[config.mk]
export PLATFORM = sky130hd
export DESIGN_NAME = vlane_slide_net
export DESIGN_NICKNAME = d
export VERILOG_FILES = /design/src/verilog/vlane_pkg.sv /design/src/verilog/vlane_slide_net.sv
export VERILOG_INCLUDE_DIRS = /design/src /design/src/verilog
export SDC_FILE = /design/constraint.sdc
export NUM_CORES = 1
export LEC_CHECK = 0
export CORE_AREA = 2 2 116 118
export DETAILED_ROUTE_END_ITERATION = 7
export DIE_AREA = 0 0 118 120
export DONT_BUFFER_PORTS = 1
export GPL_TIMING_DRIVEN = 0
export PLACE_DENSITY = 0.47
export SYNTH_ARGS = -nofsm -noshare
export SYNTH_HDL_FRONTEND = slang
export SYNTH_SLANG_ARGS = --single-unit
[constraint.sdc]
create_clock -name clk_i -period 3.65 [get_ports clk_i]
set_input_delay 1.095 -clock clk_i [delete_from_list [all_inputs] [get_ports clk_i]]
set_output_delay 1.095 -clock clk_i [all_outputs]
set_load 0.01 [all_outputs]
[src/verilog/vlane_defines.svh]
// Sizing macros for the vector lane array, included by the package, the RTL and the testbench
`ifndef VLANE_DEFINES_SVH
`define VLANE_DEFINES_SVH

////////////////////////////////////////////////////////////
// Array geometry

`define VLANE_NUM       4   // Lanes in the ring
`define ELEMS_PER_LANE  4   // Slots per vector in one lane
`define VREG_NUM        8   // Architectural vector registers

// Words held by one lane slice
`define VRF_DEPTH       (`VREG_NUM * `ELEMS_PER_LANE)

////////////////////////////////////////////////////////////
// Datapath and flow control

`define DATA_W          32  // Element width
`define STORE_CREDITS   4   // Sink credits held after reset

`endif

[src/verilog/vlane_pkg.sv]
// Shared types of the vector lane array; modules take them with a wildcard import
`include "vlane_defines.svh"

package vlane_pkg;

    ////////////////////////////////////////////////////////////
    // Opcodes

    typedef enum logic [3:0] {
        VOP_ADD     = 4'h0,
        VOP_SUB     = 4'h1,
        VOP_AND     = 4'h2,
        VOP_OR      = 4'h3,
        VOP_XOR     = 4'h4,
        VOP_ADDX    = 4'h5,  // Vector plus scalar
        VOP_SLIDEUP = 4'h6,
        VOP_SLIDEDN = 4'h7,
        VOP_LOAD    = 4'h8,
        VOP_STORE   = 4'h9
    } vop_e;

    ////////////////////////////////////////////////////////////
    // Data and addressing

    typedef logic [`DATA_W-1:0] word_t;

    typedef logic [$clog2(`VREG_NUM)-1:0] vreg_t;

    typedef logic [$clog2(`ELEMS_PER_LANE)-1:0] slot_t;

    // Lane slice address, register on top of slot
    typedef struct packed {
        vreg_t vreg;
        slot_t slot;
    } vrf_addr_t;

endpackage

[src/verilog/vlane_slide_net.sv]
// Slide ring between lanes; carries the edge word across slots and inserts the scalar
`timescale 1ns/10ps
`include "vlane_defines.svh"

module vlane_slide_net import vlane_pkg::*; (
    input  logic                    clk_i,
    input  logic                    rst_i,
    input  word_t [`VLANE_NUM-1:0]  lane_word_i,
    input  vop_e                    op_i,
    input  word_t                   scalar_i,
    input  logic                    step_i,
    input  logic                    first_i,
    output word_t [`VLANE_NUM-1:0]  slide_word_o
);

    localparam int N = `VLANE_NUM;

    word_t carry_q;  // Edge lane word of the previous slot
    logic  down;

    assign down = (op_i == VOP_SLIDEDN);

    ////////////////////////////////////////////////////////////
    // Ring

    always_comb begin
        if (down) begin
            for (int i = 0; i < N - 1; i++) begin
                slide_word_o[i] = lane_word_i[i + 1];
            end
            slide_word_o[N - 1] = first_i ? scalar_i : carry_q;
        end else begin
            for (int i = 1; i < N; i++) begin
                slide_word_o[i] = lane_word_i[i - 1];
            end
            slide_word_o[0] = first_i ? scalar_i : carry_q;
        end
    end

    always_ff @(posedge clk_i) begin
        if (step_i) begin
            carry_q <= down ? lane_word_i[0] : lane_word_i[N - 1];
        end
    end

    ////////////////////////////////////////////////////////////
    // Checks

    // Slide steps run back to back, so the carry is always fresh
    a_carry_fresh: assert property (@(posedge clk_i) disable iff (rst_i)
        (step_i && !first_i) |-> $past(step_i));

endmodule

==> flow_summary.yaml, run 1 <==
outcome:
  outcome: "finished, final reports clean"
grt:
  grt_first_pass_wirelength_um: 14500
  grt_max_degree: 33
  grt_pass1_vias: 2427
  grt_antenna_before_repair: 2
  grt.total_usage: 0.137
  grt-ovfl-total: 0
synth:
  mappedNetlistArea_mm2: 0.00334
  synthCells: 246
  synth_top_area_cell: "mux2_2"
  synth-edff-count: 32
  synth_area_leaders: "mux2_2, edfxtp_1, mux2_1, buf_6, buf_2"
  yosys_warnings: 0
  syn_area_per_cell_um2: 13.6
  synth-seq-cells: 32
  synth.distinct_cells: 7
  ys_seq_area_frac: 0.288
  postSynth.topFlopCell: "edfxtp_1"
  synth_nets: 414
  async_flop_share: 0
  synth_top_area_frac: 0.398
  ys_top_cells_by_count: "mux2_2, mux2_1, edfxtp_1"
  post-synth-top-count-cell: "mux2_2"
power_and_ir_drop:
  power_frac_seq: 0.390
  switchingPower_uw: 317
  power_density_mw_per_mm2: 311
  power.switching_fraction: 0.276
  ir_drop_v: 0.000142
  p_clk_frac: 0.358
  power.leakage_nw: 1.29
  p_int_uw: 830
  comb_power_share: 0.252
worst_hold_path:
  min_to: "carry_q[18]$_DFFE_PP_"
  min_path_cells: 0
  hold_path.class: "input port to register"
  min_from: "step_i"
cts:
  cts_made_buffers: 5
  htreeDepth: 2
  cts_resized: 0
  path_clk_slew_ns: 0.06
  cts_setup_buffers: 0
  clock_tree.root_cell: "clkbuf_16"
  cts_tree: "yes"
  cts.path.max_buffers: 2
  cts.sink_count: 32
  postCtsHoldBufs: 0
routing:
  drtAntennaViolNets: 0
  drtIter0Drc: 59
  vias_per_cell: 5.20
  wl_per_cell_um: 24.2
  drt-total-wl_um: 10400
  drc: 0
  drtPass1Iterations: 4
  num_vias: 2238
sta:
  max_freq_mhz: 306
  fin_ws_ns: 0.382
  relSlewSlack: 0.791
  slew_violations: 0
  setup_viol: 0
  finalSetupTns_ns: 0
  rsz0062_at_grt: "false"
  fin_crit_ns: 3.27
  hold_viol: 0
  post-route-period-util: 0.895
  tightest_slew_ns: 0.313
finish:
  largest_reg_flops: 32
  regMostFlops: "carry_q"
  reg_top3: "carry_q (32)"
  area_growth_pct: 10.7
  fill_cells: 1381
  layout-drive-gt1-share: 0.571
  final_nets: 421
  multiInputGateArea_mm2: 0.00219
  seqCellArea_um2: 961
  antenna_cells: 0
setup_path:
  end_kind: "primary output"
  worstSetupPathType: "input port to primary output"
  cp.required_ns: 2.55
  cp_data_arrival_time_ns: 2.17
  path_max_fanout: 10
  start_kind: "input port"
floorplan:
  coreArea_mm2: 0.0130
  io_pins: 296
  die_x_um: 118
  core.rowCount: 42
  start_util: 0.257
  dieArea_mm2: 0.0142
  fp.dieH_um: 120
placement:
  place_ws_ns: 0.353
  place_congestion: 0.727
  place_hpwl_um: 8160
  port_buffers: 0
run:
  drv_cap: 0
## final cells by class
class / count / share of cell area
multi-input cells: 193 / 0.592
flip-flops and latches: 32 / 0.260
well taps: 176 / 0.0596
plain buffers: 21 / 0.0512
clock buffers: 7 / 0.0359
clock inverters: 1 / 0.00102
## cells in the final DEF, fill, tap and decap left out, drive strengths merged
cell	count
buf	21
clkbuf	7
clkinv	1
edfxtp	32
mux2	192
nand4b	1
## per-layer routing
| metal | global-route usage | vias up | part of all wire |
|---|---|---|---|
| li1 | - | 964 | - |
| met1 | 0.147 | 1078 | 0.36 |
| met2 | 0.245 | 171 | 0.52 |
| met3 | 0.0471 | 21 | 0.095 |
| met4 | 0.0557 | 4 | 0.024 |
| met5 | 0 | - | 0.0036 |
## power by group through the flow
stage / Sequential, mW / Combinational (mW) / Clock, mW
floorplan: 0.453 / 0.251 / 0
global placement: 0.454 / 0.292 / 0
detailed placement: 0.455 / 0.292 / 0
CTS: 0.448 / 0.293 / 0.429
global route: 0.451 / 0.308 / 0.444
finish: 0.448 / 0.289 / 0.411
## how the worst max path moves through the flow
| stage | endpoint | start | slack (ns) | depth (start not counted) |
|---|---|---|---|---|
| 2_1_floorplan | slide_word_o[0] | first_i | 0.55 | 4 |
| 3_3_place_gp | slide_word_o[22] | first_i | 0.37 | 4 |
| 3_5_place_dp | slide_word_o[22] | first_i | 0.35 | 4 |
| 4_1_cts | slide_word_o[22] | first_i | 0.35 | 4 |
| 5_1_grt | slide_word_o[22] | first_i | 0.32 | 4 |
| 6_report | slide_word_o[22] | first_i | 0.38 | 4 |
## critical path, cell delays in order
cell and delay [ns]:
buf_2 0.19, buf_6 0.20, mux2_2 0.38, mux2_2 0.31
## stage by stage
step	power (mW)	util	instances	instance area (um^2)	hold WS, ns
finish	1.15	0.284	430	3690	0.923
global route	1.20	0.284	430	3690	0.910
CTS	1.17	0.284	430	3690	0.915
detailed placement	0.747	0.274	422	3560	1.21
global placement	0.747	0.274	422	3560	1.21
floorplan	0.704	-	246	3340	1.21
## cells by family after synthesis
logic type             after synthesis  synth area share
muxes                              192             0.648
and+or+nand+nor                      1           0.00713
DFF                                 32             0.288
buffers and inverters               21            0.0566
Note: power is estimated with default switching activity, not from simulation.
==> run 2: changes to the inputs <==
--- a/config.mk
+++ b/config.mk
@@ -6,12 +6,13 @@
 export SDC_FILE = /design/constraint.sdc
 export NUM_CORES = 1
 export LEC_CHECK = 0
+export ABC_AREA = 1
 export CORE_AREA = 2 2 116 118
 export DETAILED_ROUTE_END_ITERATION = 7
 export DIE_AREA = 0 0 118 120
 export DONT_BUFFER_PORTS = 1
 export GPL_TIMING_DRIVEN = 0
-export PLACE_DENSITY = 0.47
+export PLACE_DENSITY_LB_ADDON = 0.3
 export SYNTH_ARGS = -nofsm -noshare
 export SYNTH_HDL_FRONTEND = slang
 export SYNTH_SLANG_ARGS = --single-unit
==> run 2 against run 1 <==
  * Design area is 0.91% higher
  * Hold slack better by 0.0097 ns
  * Final cell count is 96% higher
  * Core utilization is 0.26 points higher
==> flow_summary.yaml, run 2 <==
grt:
  grt_max_degree: 33
  grt_pass1_vias: 3782
  met1_usage: 0.245
  grt-ovfl-total: 0
  grt_antenna_before_repair: 0
  grt_first_pass_wirelength_um: 22200
  met2_usage: 0.382
  top_usage_layer: "met2"
  grt.total_usage: 0.211
  grt_use_met3: 0.0542
routing:
  drt-total-wl_um: 15400
  wl_per_cell_um: 18.4
  drtIter0Drc: 220
  vias_per_cell: 4.75
  num_vias: 3992
  drtAntennaViolNets: 0
  drc: 0
  drtPass1Iterations: 7
worst_hold_path:
  hold_path.class: "input port to register"
  min_from: "step_i"
  min_to: "carry_q[10]$_DFFE_PP_"
  min_path_cells: 0
power_and_ir_drop:
  p_clk_frac: 0.343
  power_density_mw_per_mm2: 310
  power.leakage_nw: 2.18
  power_frac_seq: 0.388
  power.switching_fraction: 0.334
  ir_drop_v: 0.000145
  p_int_uw: 770
  comb_power_share: 0.268
  switchingPower_uw: 386
synth:
  synth_nets: 826
  synth-seq-cells: 32
  async_flop_share: 0
  synth_area_leaders: "nand2_1, edfxtp_1, buf_2, clkbuf_1, nand2_2"
  mappedNetlistArea_mm2: 0.00337
  synthCells: 658
  synth_top_area_cell: "nand2_1"
  ys_seq_area_frac: 0.285
  synth-edff-count: 32
  synth.distinct_cells: 12
  ys_top_cells_by_count: "nand2_1, edfxtp_1, buf_2"
  syn_area_per_cell_um2: 5.13
  synth_top_area_frac: 0.642
  yosys_warnings: 0
  postSynth.topFlopCell: "edfxtp_1"
  post-synth-top-count-cell: "nand2_1"
placement:
  place_congestion: 0.841
  dp_cells: 834
  place_hpwl_um: 12000
  port_buffers: 0
finish:
  antenna_cells: 0
  fill_cells: 1567
  reg_top3: "carry_q (32)"
  largest_reg_flops: 32
  layout-drive-gt1-share: 0.0632
  regMostFlops: "carry_q"
  layout_commonest_cell: "nand2_1"
  fin_cells: 841
  final_nets: 833
  area_growth_pct: 10.5
  final_cell_mix: "nand2_1, edfxtp_1, buf_2, clkbuf_1, clkbuf_16"
floorplan:
  start_util: 0.260
  coreArea_mm2: 0.0130
  dieArea_mm2: 0.0142
  fp.dieH_um: 120
  io_pins: 296
  core.rowCount: 42
  die_x_um: 118
cts:
  cts.path.max_buffers: 2
  cts.sink_count: 32
  path_clk_slew_ns: 0.05
  cts_made_buffers: 5
  cts_setup_buffers: 0
  clock_tree.root_cell: "clkbuf_16"
  cts_resized: 0
  htreeDepth: 2
  postCtsHoldBufs: 0
  cts_tree: "yes"
setup_path:
  end_kind: "primary output"
  cp_data_arrival_time_ns: 2.21
  path_max_fanout: 10
  worstSetupPathType: "input port to primary output"
  start_kind: "input port"
  cp.required_ns: 2.55
sta:
  post-route-period-util: 0.906
  setup_viol: 0
  finalSetupTns_ns: 0
  hold_viol: 0
  fin_crit_ns: 3.31
  relSlewSlack: 0.557
  max_freq_mhz: 302
  tightest_slew_ns: 0.665
  slew_violations: 0
  rsz0062_at_grt: "false"
outcome:
  outcome: "finished, final reports clean"
run:
  drv_cap: 0
## run 2: cell types whose count changed in the layout (fill, tap and decap cells not counted), sizes merged
cell / delta
clkinv: +1
mux2: -192
nand2: +579
nand4b: -1
buf: +14
nor2: +2
inv: +4
clkbuf: +4
## run 2: layer usage
layer  vias to the layer above  routed length (um)
met4                         0                 262
met1                      1757                6120
li1                       1978                   -
met5                         -                   0
met2                       241                7670
met3                        16                1390
## run 2: cell type report
cell class	instances	area (um^2)	share of cell area
inverter	4	15.0	0.00403
multi-input combinational	581	2190	0.589
tap	176	220	0.0591
clock inverter	2	7.51	0.00201
clock buffer	5	125	0.0336
buffer	41	204	0.0547
sequential	32	961	0.258
## run 2: power groups by stage
stage / Sequential [mW] / Clock (mW) / Combinational (mW)
after floorplan: 0.455 / 0 / 0.248
after global placement: 0.456 / 0 / 0.311
after detailed placement: 0.457 / 0 / 0.312
after CTS: 0.449 / 0.414 / 0.313
after global routing: 0.453 / 0.432 / 0.346
final: 0.449 / 0.397 / 0.310
## run 2: cells by family (layout without fill, tap and decap cells)
family,Yosys count,after routing,synth area share
AND/OR/NAND/NOR,581,581,0.650
flip-flops,32,32,0.285
buffers and inverters,45,52,0.0649
## run 2: worst max path at each step
stage / cells past startpoint / to / start / slack [ns]
2_1_floorplan: 6 / slide_word_o[113] / first_i / 0.76
3_3_place_gp: 6 / slide_word_o[114] / first_i / 0.31
3_5_place_dp: 6 / slide_word_o[114] / first_i / 0.31
4_1_cts: 6 / slide_word_o[114] / first_i / 0.29
5_1_grt: 6 / slide_word_o[118] / first_i / 0.18
6_report: 6 / slide_word_o[114] / first_i / 0.34
## run 2: metrics by stage
step                      utilization  total power [mW]  setup WS, ns  hold WS, ns  area, um^2
after global routing            0.287              1.23         0.181        0.914        3730
final                           0.287              1.16         0.341        0.933        3730
after detailed placement        0.277             0.768         0.306         1.21        3590
after global placement          0.277             0.767         0.309         1.21        3590
after floorplan                     -             0.703         0.763         1.21        3370
after CTS                       0.287              1.18         0.293        0.920        3730
## run 2: worst max-delay path, cell delays in order
cell and delay (ns):
buf_2 0.15, clkbuf_1 0.49, nand2_1 0.11, nand2_1 0.14, nand2_1 0.07, nand2_1 0.15
