`src/verilog/vlane_defines.svh`:
```
// Sizing macros for the vector lane array, included by the package, the RTL and the testbench
`ifndef VLANE_DEFINES_SVH
`define VLANE_DEFINES_SVH

////////////////////////////////////////////////////////////
// Array geometry

`define VLANE_NUM       4   // Lanes in the ring
`define ELEMS_PER_LANE  4   // Slots per vector in one lane
`define VREG_NUM        8   // Architectural vector registers

// Words held by one lane slice
`define VRF_DEPTH       (`VREG_NUM * `ELEMS_PER_LANE)

////////////////////////////////////////////////////////////
// Datapath and flow control

`define DATA_W          32  // Element width
`define STORE_CREDITS   4   // Sink credits held after reset

`endif

```
`src/verilog/vlane_pkg.sv`:
```
// Shared types of the vector lane array; modules take them with a wildcard import
`include "vlane_defines.svh"

package vlane_pkg;

    ////////////////////////////////////////////////////////////
    // Opcodes

    typedef enum logic [3:0] {
        VOP_ADD     = 4'h0,
        VOP_SUB     = 4'h1,
        VOP_AND     = 4'h2,
        VOP_OR      = 4'h3,
        VOP_XOR     = 4'h4,
        VOP_ADDX    = 4'h5,  // Vector plus scalar
        VOP_SLIDEUP = 4'h6,
        VOP_SLIDEDN = 4'h7,
        VOP_LOAD    = 4'h8,
        VOP_STORE   = 4'h9
    } vop_e;

    ////////////////////////////////////////////////////////////
    // Data and addressing

    typedef logic [`DATA_W-1:0] word_t;

    typedef logic [$clog2(`VREG_NUM)-1:0] vreg_t;

    typedef logic [$clog2(`ELEMS_PER_LANE)-1:0] slot_t;

    // Lane slice address, register on top of slot
    typedef struct packed {
        vreg_t vreg;
        slot_t slot;
    } vrf_addr_t;

endpackage

```
`src/verilog/vlane_seq.sv`:
```
// Instruction sequencer; walks the slots and drives addresses, enables and credits for all lanes
`timescale 1ns/10ps
`include "vlane_defines.svh"

module vlane_seq import vlane_pkg::*; (
    input  logic      clk_i,
    input  logic      rst_i,
    input  logic      start_i,
    input  vop_e      op_i,
    input  vreg_t     vd_i,
    input  vreg_t     vs1_i,
    input  vreg_t     vs2_i,
    input  word_t     scalar_i,
    input  logic      load_valid_i,
    input  logic      store_credit_i,
    output logic      ready_o,
    output logic      load_credit_o,
    output logic      store_valid_o,
    output vrf_addr_t raddr1_o,
    output vrf_addr_t raddr2_o,
    output logic      ren_o,
    output vrf_addr_t waddr_o,
    output logic      wen_o,
    output vop_e      op_o,
    output word_t     scalar_o,
    output logic      slide_step_o,
    output logic      slide_first_o
);

    localparam int    CNT_W     = $clog2(`ELEMS_PER_LANE + 1);
    localparam int    CRED_W    = $clog2(`STORE_CREDITS + 1);
    localparam slot_t LAST_SLOT = slot_t'(`ELEMS_PER_LANE - 1);

    typedef enum logic [1:0] {ST_IDLE, ST_WALK, ST_DRAIN, ST_LOAD} state_e;

    state_e            st_q;
    vop_e              op_q;
    vreg_t             vd_q, vs1_q, vs2_q;
    word_t             scalar_q;
    slot_t             slot_q;
    logic              first_q;
    logic [CRED_W-1:0] cred_q;
    logic [CNT_W-1:0]  lc_left_q;
    logic [CNT_W-1:0]  beat_q;
    logic              ren_q, v2_q;
    slot_t             r_slot_q, w_slot_q;
    logic              r_first_q, w_first_q;
    logic              r_last_q, w_last_q;

    logic accept, is_store, is_slide, descend, walk_last, issue, spend;
    logic load_done, walk_done;

    assign ready_o   = (st_q == ST_IDLE);
    assign accept    = start_i && ready_o;
    assign is_store  = (op_q == VOP_STORE);
    assign is_slide  = (op_q == VOP_SLIDEUP) || (op_q == VOP_SLIDEDN);
    assign descend   = (op_q == VOP_SLIDEDN);
    assign walk_last = descend ? (slot_q == '0) : (slot_q == LAST_SLOT);
    assign issue     = (st_q == ST_WALK) && (!is_store || cred_q != '0); // Stores wait on credit
    assign spend     = issue && is_store;
    assign load_done = (st_q == ST_LOAD) && load_valid_i
                       && (beat_q == CNT_W'(`ELEMS_PER_LANE - 1));
    assign walk_done = v2_q && w_last_q;

    ////////////////////////////////////////////////////////////
    // Control FSM

    always_ff @(posedge clk_i) begin
        if (rst_i) begin
            st_q <= ST_IDLE;
            op_q <= VOP_ADD;
        end else begin
            case (st_q)
                ST_IDLE: if (accept) begin
                    st_q <= (op_i == VOP_LOAD) ? ST_LOAD : ST_WALK;
                    op_q <= op_i;
                end
                ST_WALK:  if (issue && walk_last) st_q <= ST_DRAIN;
                ST_DRAIN: if (walk_done) st_q <= ST_IDLE;
                ST_LOAD:  if (load_done) st_q <= ST_IDLE;
                default:  st_q <= ST_IDLE;
            endcase
        end
    end

    // Counters and pipeline valids
    always_ff @(posedge clk_i) begin
        if (rst_i) begin
            cred_q    <= CRED_W'(`STORE_CREDITS);
            lc_left_q <= '0;
            beat_q    <= '0;
            ren_q     <= 1'b0;
            v2_q      <= 1'b0;
        end else begin
            cred_q <= cred_q - CRED_W'(spend) + CRED_W'(store_credit_i);
            if (accept && op_i == VOP_LOAD) begin
                lc_left_q <= CNT_W'(`ELEMS_PER_LANE);
                beat_q    <= '0;
            end else begin
                if (lc_left_q != '0) lc_left_q <= lc_left_q - 1'b1;
                if (st_q == ST_LOAD && load_valid_i) beat_q <= beat_q + 1'b1;
            end
            ren_q <= issue;
            v2_q  <= ren_q;  // Read data valid in the lanes
        end
    end

    ////////////////////////////////////////////////////////////
    // Instruction latch and slot walk

    always_ff @(posedge clk_i) begin
        if (accept) begin
            vd_q     <= vd_i;
            vs1_q    <= vs1_i;
            vs2_q    <= vs2_i;
            scalar_q <= scalar_i;
            slot_q   <= (op_i == VOP_SLIDEDN) ? LAST_SLOT : '0;
            first_q  <= 1'b1;
        end else if (issue) begin
            slot_q  <= descend ? slot_q - 1'b1 : slot_q + 1'b1;
            first_q <= 1'b0;
        end
        r_slot_q  <= slot_q;
        r_first_q <= first_q;
        r_last_q  <= walk_last;
        w_slot_q  <= r_slot_q;   // Write-back copy
        w_first_q <= r_first_q;
        w_last_q  <= r_last_q;
    end

    // Stores and slides take their data from vs1
    assign raddr1_o = '{vreg: vs1_q, slot: r_slot_q};
    assign raddr2_o = '{vreg: vs2_q, slot: r_slot_q};
    assign ren_o    = ren_q;

    assign waddr_o = '{vreg: vd_q,
                       slot: (st_q == ST_LOAD) ? slot_t'(beat_q) : w_slot_q};
    assign wen_o   = (st_q == ST_LOAD) ? load_valid_i : (v2_q && !is_store);

    assign load_credit_o = (lc_left_q != '0);
    assign store_valid_o = v2_q && is_store;
    assign slide_step_o  = v2_q && is_slide;
    assign slide_first_o = slide_step_o && w_first_q;
    assign op_o          = op_q;
    assign scalar_o      = scalar_q;

    ////////////////////////////////////////////////////////////
    // Checks

    a_store_cred_max: assert property (@(posedge clk_i) disable iff (rst_i)
        cred_q <= CRED_W'(`STORE_CREDITS));

    // A beat needs a credit that the source has already seen
    a_load_beat_owed: assert property (@(posedge clk_i) disable iff (rst_i)
        load_valid_i |-> (st_q == ST_LOAD)
                         && (beat_q < CNT_W'(`ELEMS_PER_LANE) - lc_left_q));

endmodule

```
`config.mk`:
```
export PLATFORM = sky130hd
export DESIGN_NAME = vlane_seq
export DESIGN_NICKNAME = d
export VERILOG_FILES = /design/src/verilog/vlane_pkg.sv /design/src/verilog/vlane_seq.sv
export VERILOG_INCLUDE_DIRS = /design/src /design/src/verilog
export SDC_FILE = /design/constraint.sdc
export NUM_CORES = 1
export LEC_CHECK = 0
export ABC_CLOCK_PERIOD_IN_PS = 6900
export BUFFER_PORTS_ARGS = -buffer_cell sky130_fd_sc_hd__buf_2
export CAP_MARGIN = 10
export CORE_UTILIZATION = 40
export CTS_CLUSTER_DIAMETER = 30
export CTS_CLUSTER_SIZE = 20
export DETAILED_ROUTE_END_ITERATION = 6
export GPL_ROUTABILITY_DRIVEN = 0
export HOLD_SLACK_MARGIN = 0.02
export PLACE_DENSITY = 0.78
export SKIP_LAST_GASP = 1
export SLEW_MARGIN = 20
export SYNTH_ARGS = -nofsm -noshare
export SYNTH_HDL_FRONTEND = slang
export SYNTH_SLANG_ARGS = --single-unit
export TNS_END_PERCENT = 20
```
`constraint.sdc`:
```
create_clock -name clk_i -period 6.9 [get_ports clk_i]
set_input_delay 0.345 -clock clk_i [delete_from_list [all_inputs] [get_ports clk_i]]
set_output_delay 0.345 -clock clk_i [all_outputs]
set_load 0.05 [all_outputs]
```
==> out/summary.log <==
qor: status.run_status complete, no violations
qor: setup_path.crit_path_max_incr_delay 0.38 ns
qor: power.total_leakage_power 1.47 nW
qor: sta.fmaxAchievable 416 MHz
qor: global_routing.first_global_vias 1611
qor: setup_path.worst-path-max-fanout 5
qor: layout.commonest_cells_after_routing_fill_and_taps_aside buf_2 (107), edfxtp_1 (43), dfxtp_1 (26)
qor: routing.wire_length_per_cell_after_detailed_routing 12.6 µm
qor: clocking.htreeDepth 3
qor: global_routing.use_met2 23.4%
qor: clocking.cts-hold-fix-buffers 0
qor: floorplanning.fp.dieArea 6530 µm²
qor: setup_path.reg2reg_from op_o[2]
qor: routing.drt.antenna.violating_nets 0
qor: yosys.syn-cell-area 2480 µm²
qor: clocking.post-cts-setup-buffers 0
qor: global_routing.antenna_found_initial 1
qor: global_routing.grt_use_met1 16.3%
qor: layout.post_layout_nets 336
qor: yosys.synth-warning-count 0
qor: global_routing.gr-usage-met3 5.39%
qor: power.ir_drop 179 µV
qor: placed_design.port-buffer-count 107
qor: global_routing.grt_max_degree 28
qor: floorplanning.floorplan.rows 28
qor: setup_path.worst-endpoint-arrival 2.62 ns
qor: layout.layout_commonest_cell buf_2
qor: global_routing.total_global_route_track_usage 14.8%
qor: yosys.synth_top_area_cell edfxtp_1
qor: routing.route.detailed.vias_per_inst 4.50
qor: yosys.syn-instance-count 163
qor: setup_path.path_cells nand4bb_4, o41ai_4, nor2_1, ha_1, inv_1, ha_1, fa_1, xnor2_1, xnor2_1, nand2b_1
qor: flow_run.max_cap_violations 0
qor: sta.slew_violations 0
qor: setup_path.ff2ff_path_depth 10
qor: yosys.synth_top_area_share 52.0%
qor: sta.final.period_utilization 34.8%
qor: yosys.syn_avg_cell_area 15.2 µm²
qor: layout.n_antenna_cell 0
qor: sta.hold_slack 0.186 ns
qor: setup_path.worstSetupPathType reg2reg
qor: sta.finalWorstPathRequiredPeriod 2.40 ns
qor: routing.dr_total_vias 1611
qor: floorplanning.pin_count 108
qor: clocking.clock_sink_count 69
qor: hold_path.worstHoldPathCells 1
qor: setup_path.reg2reg_setup_slack 4.50 ns
qor: sta.fin_setup_tns 0 ns
qor: setup_path.slowest_cell_on_the_critical_path fa_1
qor: clocking.cts.repair.resized 0
qor: sta.final_hold_viol_count 0
qor: layout.final_util 56.1%
qor: yosys.net_count_of_the_mapped_netlist 221
qor: power.power_density_cells 346 nW/µm²
qor: placed_design.detailedPlacementHpwl 3350 µm
qor: floorplanning.die_width 80.8 µm
qor: sta.slew-limit-headroom 53.9%
qor: yosys.ys_flop_type edfxtp_1
qor: hold_path.hold_path_startpoint scalar_i[16]
qor: hold_path.hold_class in2reg
qor: routing.detail_route.wirelength 4520 µm
qor: yosys.synth-edff-count 43
qor: clocking.cell_at_the_root_of_the_clock_tree clkbuf_8
qor: clocking.tritoncts_clock_tree built
qor: clocking.worst_setup_hold_path_clk_slew 0.07 ns
qor: routing.initialDrtViolationCount 81
qor: floorplanning.floorplan.initialDensity 41.7%
qor: yosys.synth_seq_cells 69
qor: clocking.number_of_buffers_created_by_cts 9
qor: clocking.cts_buffer_depth 2
qor: routing.detail_route.drc_violations 0
qor: sta.finalSetupViolations 0
qor: setup_path.worst_ep_required 7.12 ns
qor: layout.final_layout_size_suffix_gt1_share 47.3%
qor: clocking.clock_latency 0.33 ns
qor: layout.area_growth 34.5%
qor: sta.skew 0.00372 ns
qor: global_routing.global_route.peak_usage_layer met2
qor: yosys.synth-async-reset-ratio 0%
qor: hold_path.hold_end scalar_o[16]
qor: floorplanning.core_area 5960 µm²
qor: yosys.synth_sequential_area_ratio 72.9%
qor: sta.rsz0062_at_grt no
qor: routing.drt-pass1-iter-count 4
qor: sta.transition_time_of_the_tightest_slew_check_pin 0.690 ns
qor: setup_path.critical_path.reg2reg.endpoint cred_q[2]
qor: setup_path.critPathLaunchType register
qor: floorplanning.die_h 80.8 µm
qor: yosys.yosys.cell_types.count 34
qor: global_routing.grt_first_pass_wirelength 6910 µm
qor: global_routing.overflow 0
qor: setup_path.timing.critical_path.to_type register
qor: yosys.synth.top_cells.by_area edfxtp_1 (52%), dfxtp_1 (21%), ha_1 (3.5%)
-- state kept, by name (all words and copies together) (netlist names), 2 cells and up --
signal,count
slot_q,2
vs1_q,3
cred_q,3
scalar_o,32
lc_left_q,3
r_slot_q,2
w_slot_q,2
beat_q,3
op_o,4
vd_q,3
vs2_q,3
st_q,2
-- power breakdown --
part | leakage, nW | internal, mW | total [mW] | switching [mW]
combinational | 0.721 | 0.0773 | 0.278 | 0.201
sequential | 0.625 | 0.496 | 0.521 | 0.0249
clock | 0.119 | 0.217 | 0.357 | 0.141
total | 1.47 | 0.790 | 1.16 | 0.367
-- how the worst max path moves through the flow --
stage                        from             to  slack [ns]
after detailed placement  op_o[2]      cred_q[2]        4.51
after CTS                 op_o[2]      cred_q[2]        4.50
after floorplan           op_o[2]  slide_first_o        4.13
after global placement    op_o[2]      cred_q[2]        4.60
final                     op_o[2]      cred_q[2]        4.50
after global routing      op_o[2]      cred_q[2]        4.31
-- worst max-delay path: cells and delay by family, from the launching register on --
family          cells  cell delay [ns]
flops               1             0.36
simple gates        3             0.42
compound gates      1             0.34
buf+inv             1             0.03
fa+ha+maj           3             0.85
xor+xnor            2             0.30
-- synth_stat cells, drive strengths merged, types with 4 or more instances --
| master | n |
|---|---|
| inv | 12 |
| nor2 | 15 |
| edfxtp | 43 |
| dfxtp | 26 |
| nand2 | 7 |
| ha | 7 |
| nor2b | 5 |
| nand3 | 4 |
| mux2i | 7 |
| nand2b | 4 |
-- cell type report --
type                    count  area [µm²]
clock buffers              14         193
clock inverters             2        36.3
fillers                   536        2610
inverters                  12        45.0
multi-input cells          77         606
flip-flops and latches     69        1810
well taps                  75        93.8
repair buffers            109         558
-- routing by layer --
layer | vias up | part of all wire, %
met3 | 13 | 10
met5 | - | 0
li1 | 795 | -
met4 | 0 | 3.0
met1 | 731 | 42
met2 | 72 | 45
-- through the flow --
stage / power, mW / instance area (µm²) / std cells / setup slack [ns]
2_1_floorplan: 0.747 / 2480 / 163 / 4.13
6_report: 1.16 / 3340 / 358 / 4.50
3_3_place_gp: 0.803 / 3100 / 341 / 4.60
4_1_cts: 1.17 / 3330 / 357 / 4.50
3_5_place_dp: 0.809 / 3100 / 341 / 4.51
5_1_grt: 1.21 / 3340 / 358 / 4.31
-- kinds of logic (layout without fill, tap and decap cells) --
| logic type | after synthesis | count (layout) | synth area share [%] |
|---|---|---|---|
| AOI/OAI and AO/OA | 10 | 10 | 3.22 |
| xor gates and xnor gates | 6 | 6 | 2.12 |
| adders and majority gates | 8 | 8 | 4.33 |
| buffers and inverters | 17 | 137 | 2.97 |
| DFF | 69 | 69 | 72.9 |
| muxes | 9 | 9 | 4.23 |
| and+or+nand+nor | 44 | 44 | 10.2 |
Power figures use the tool's default switching activity.
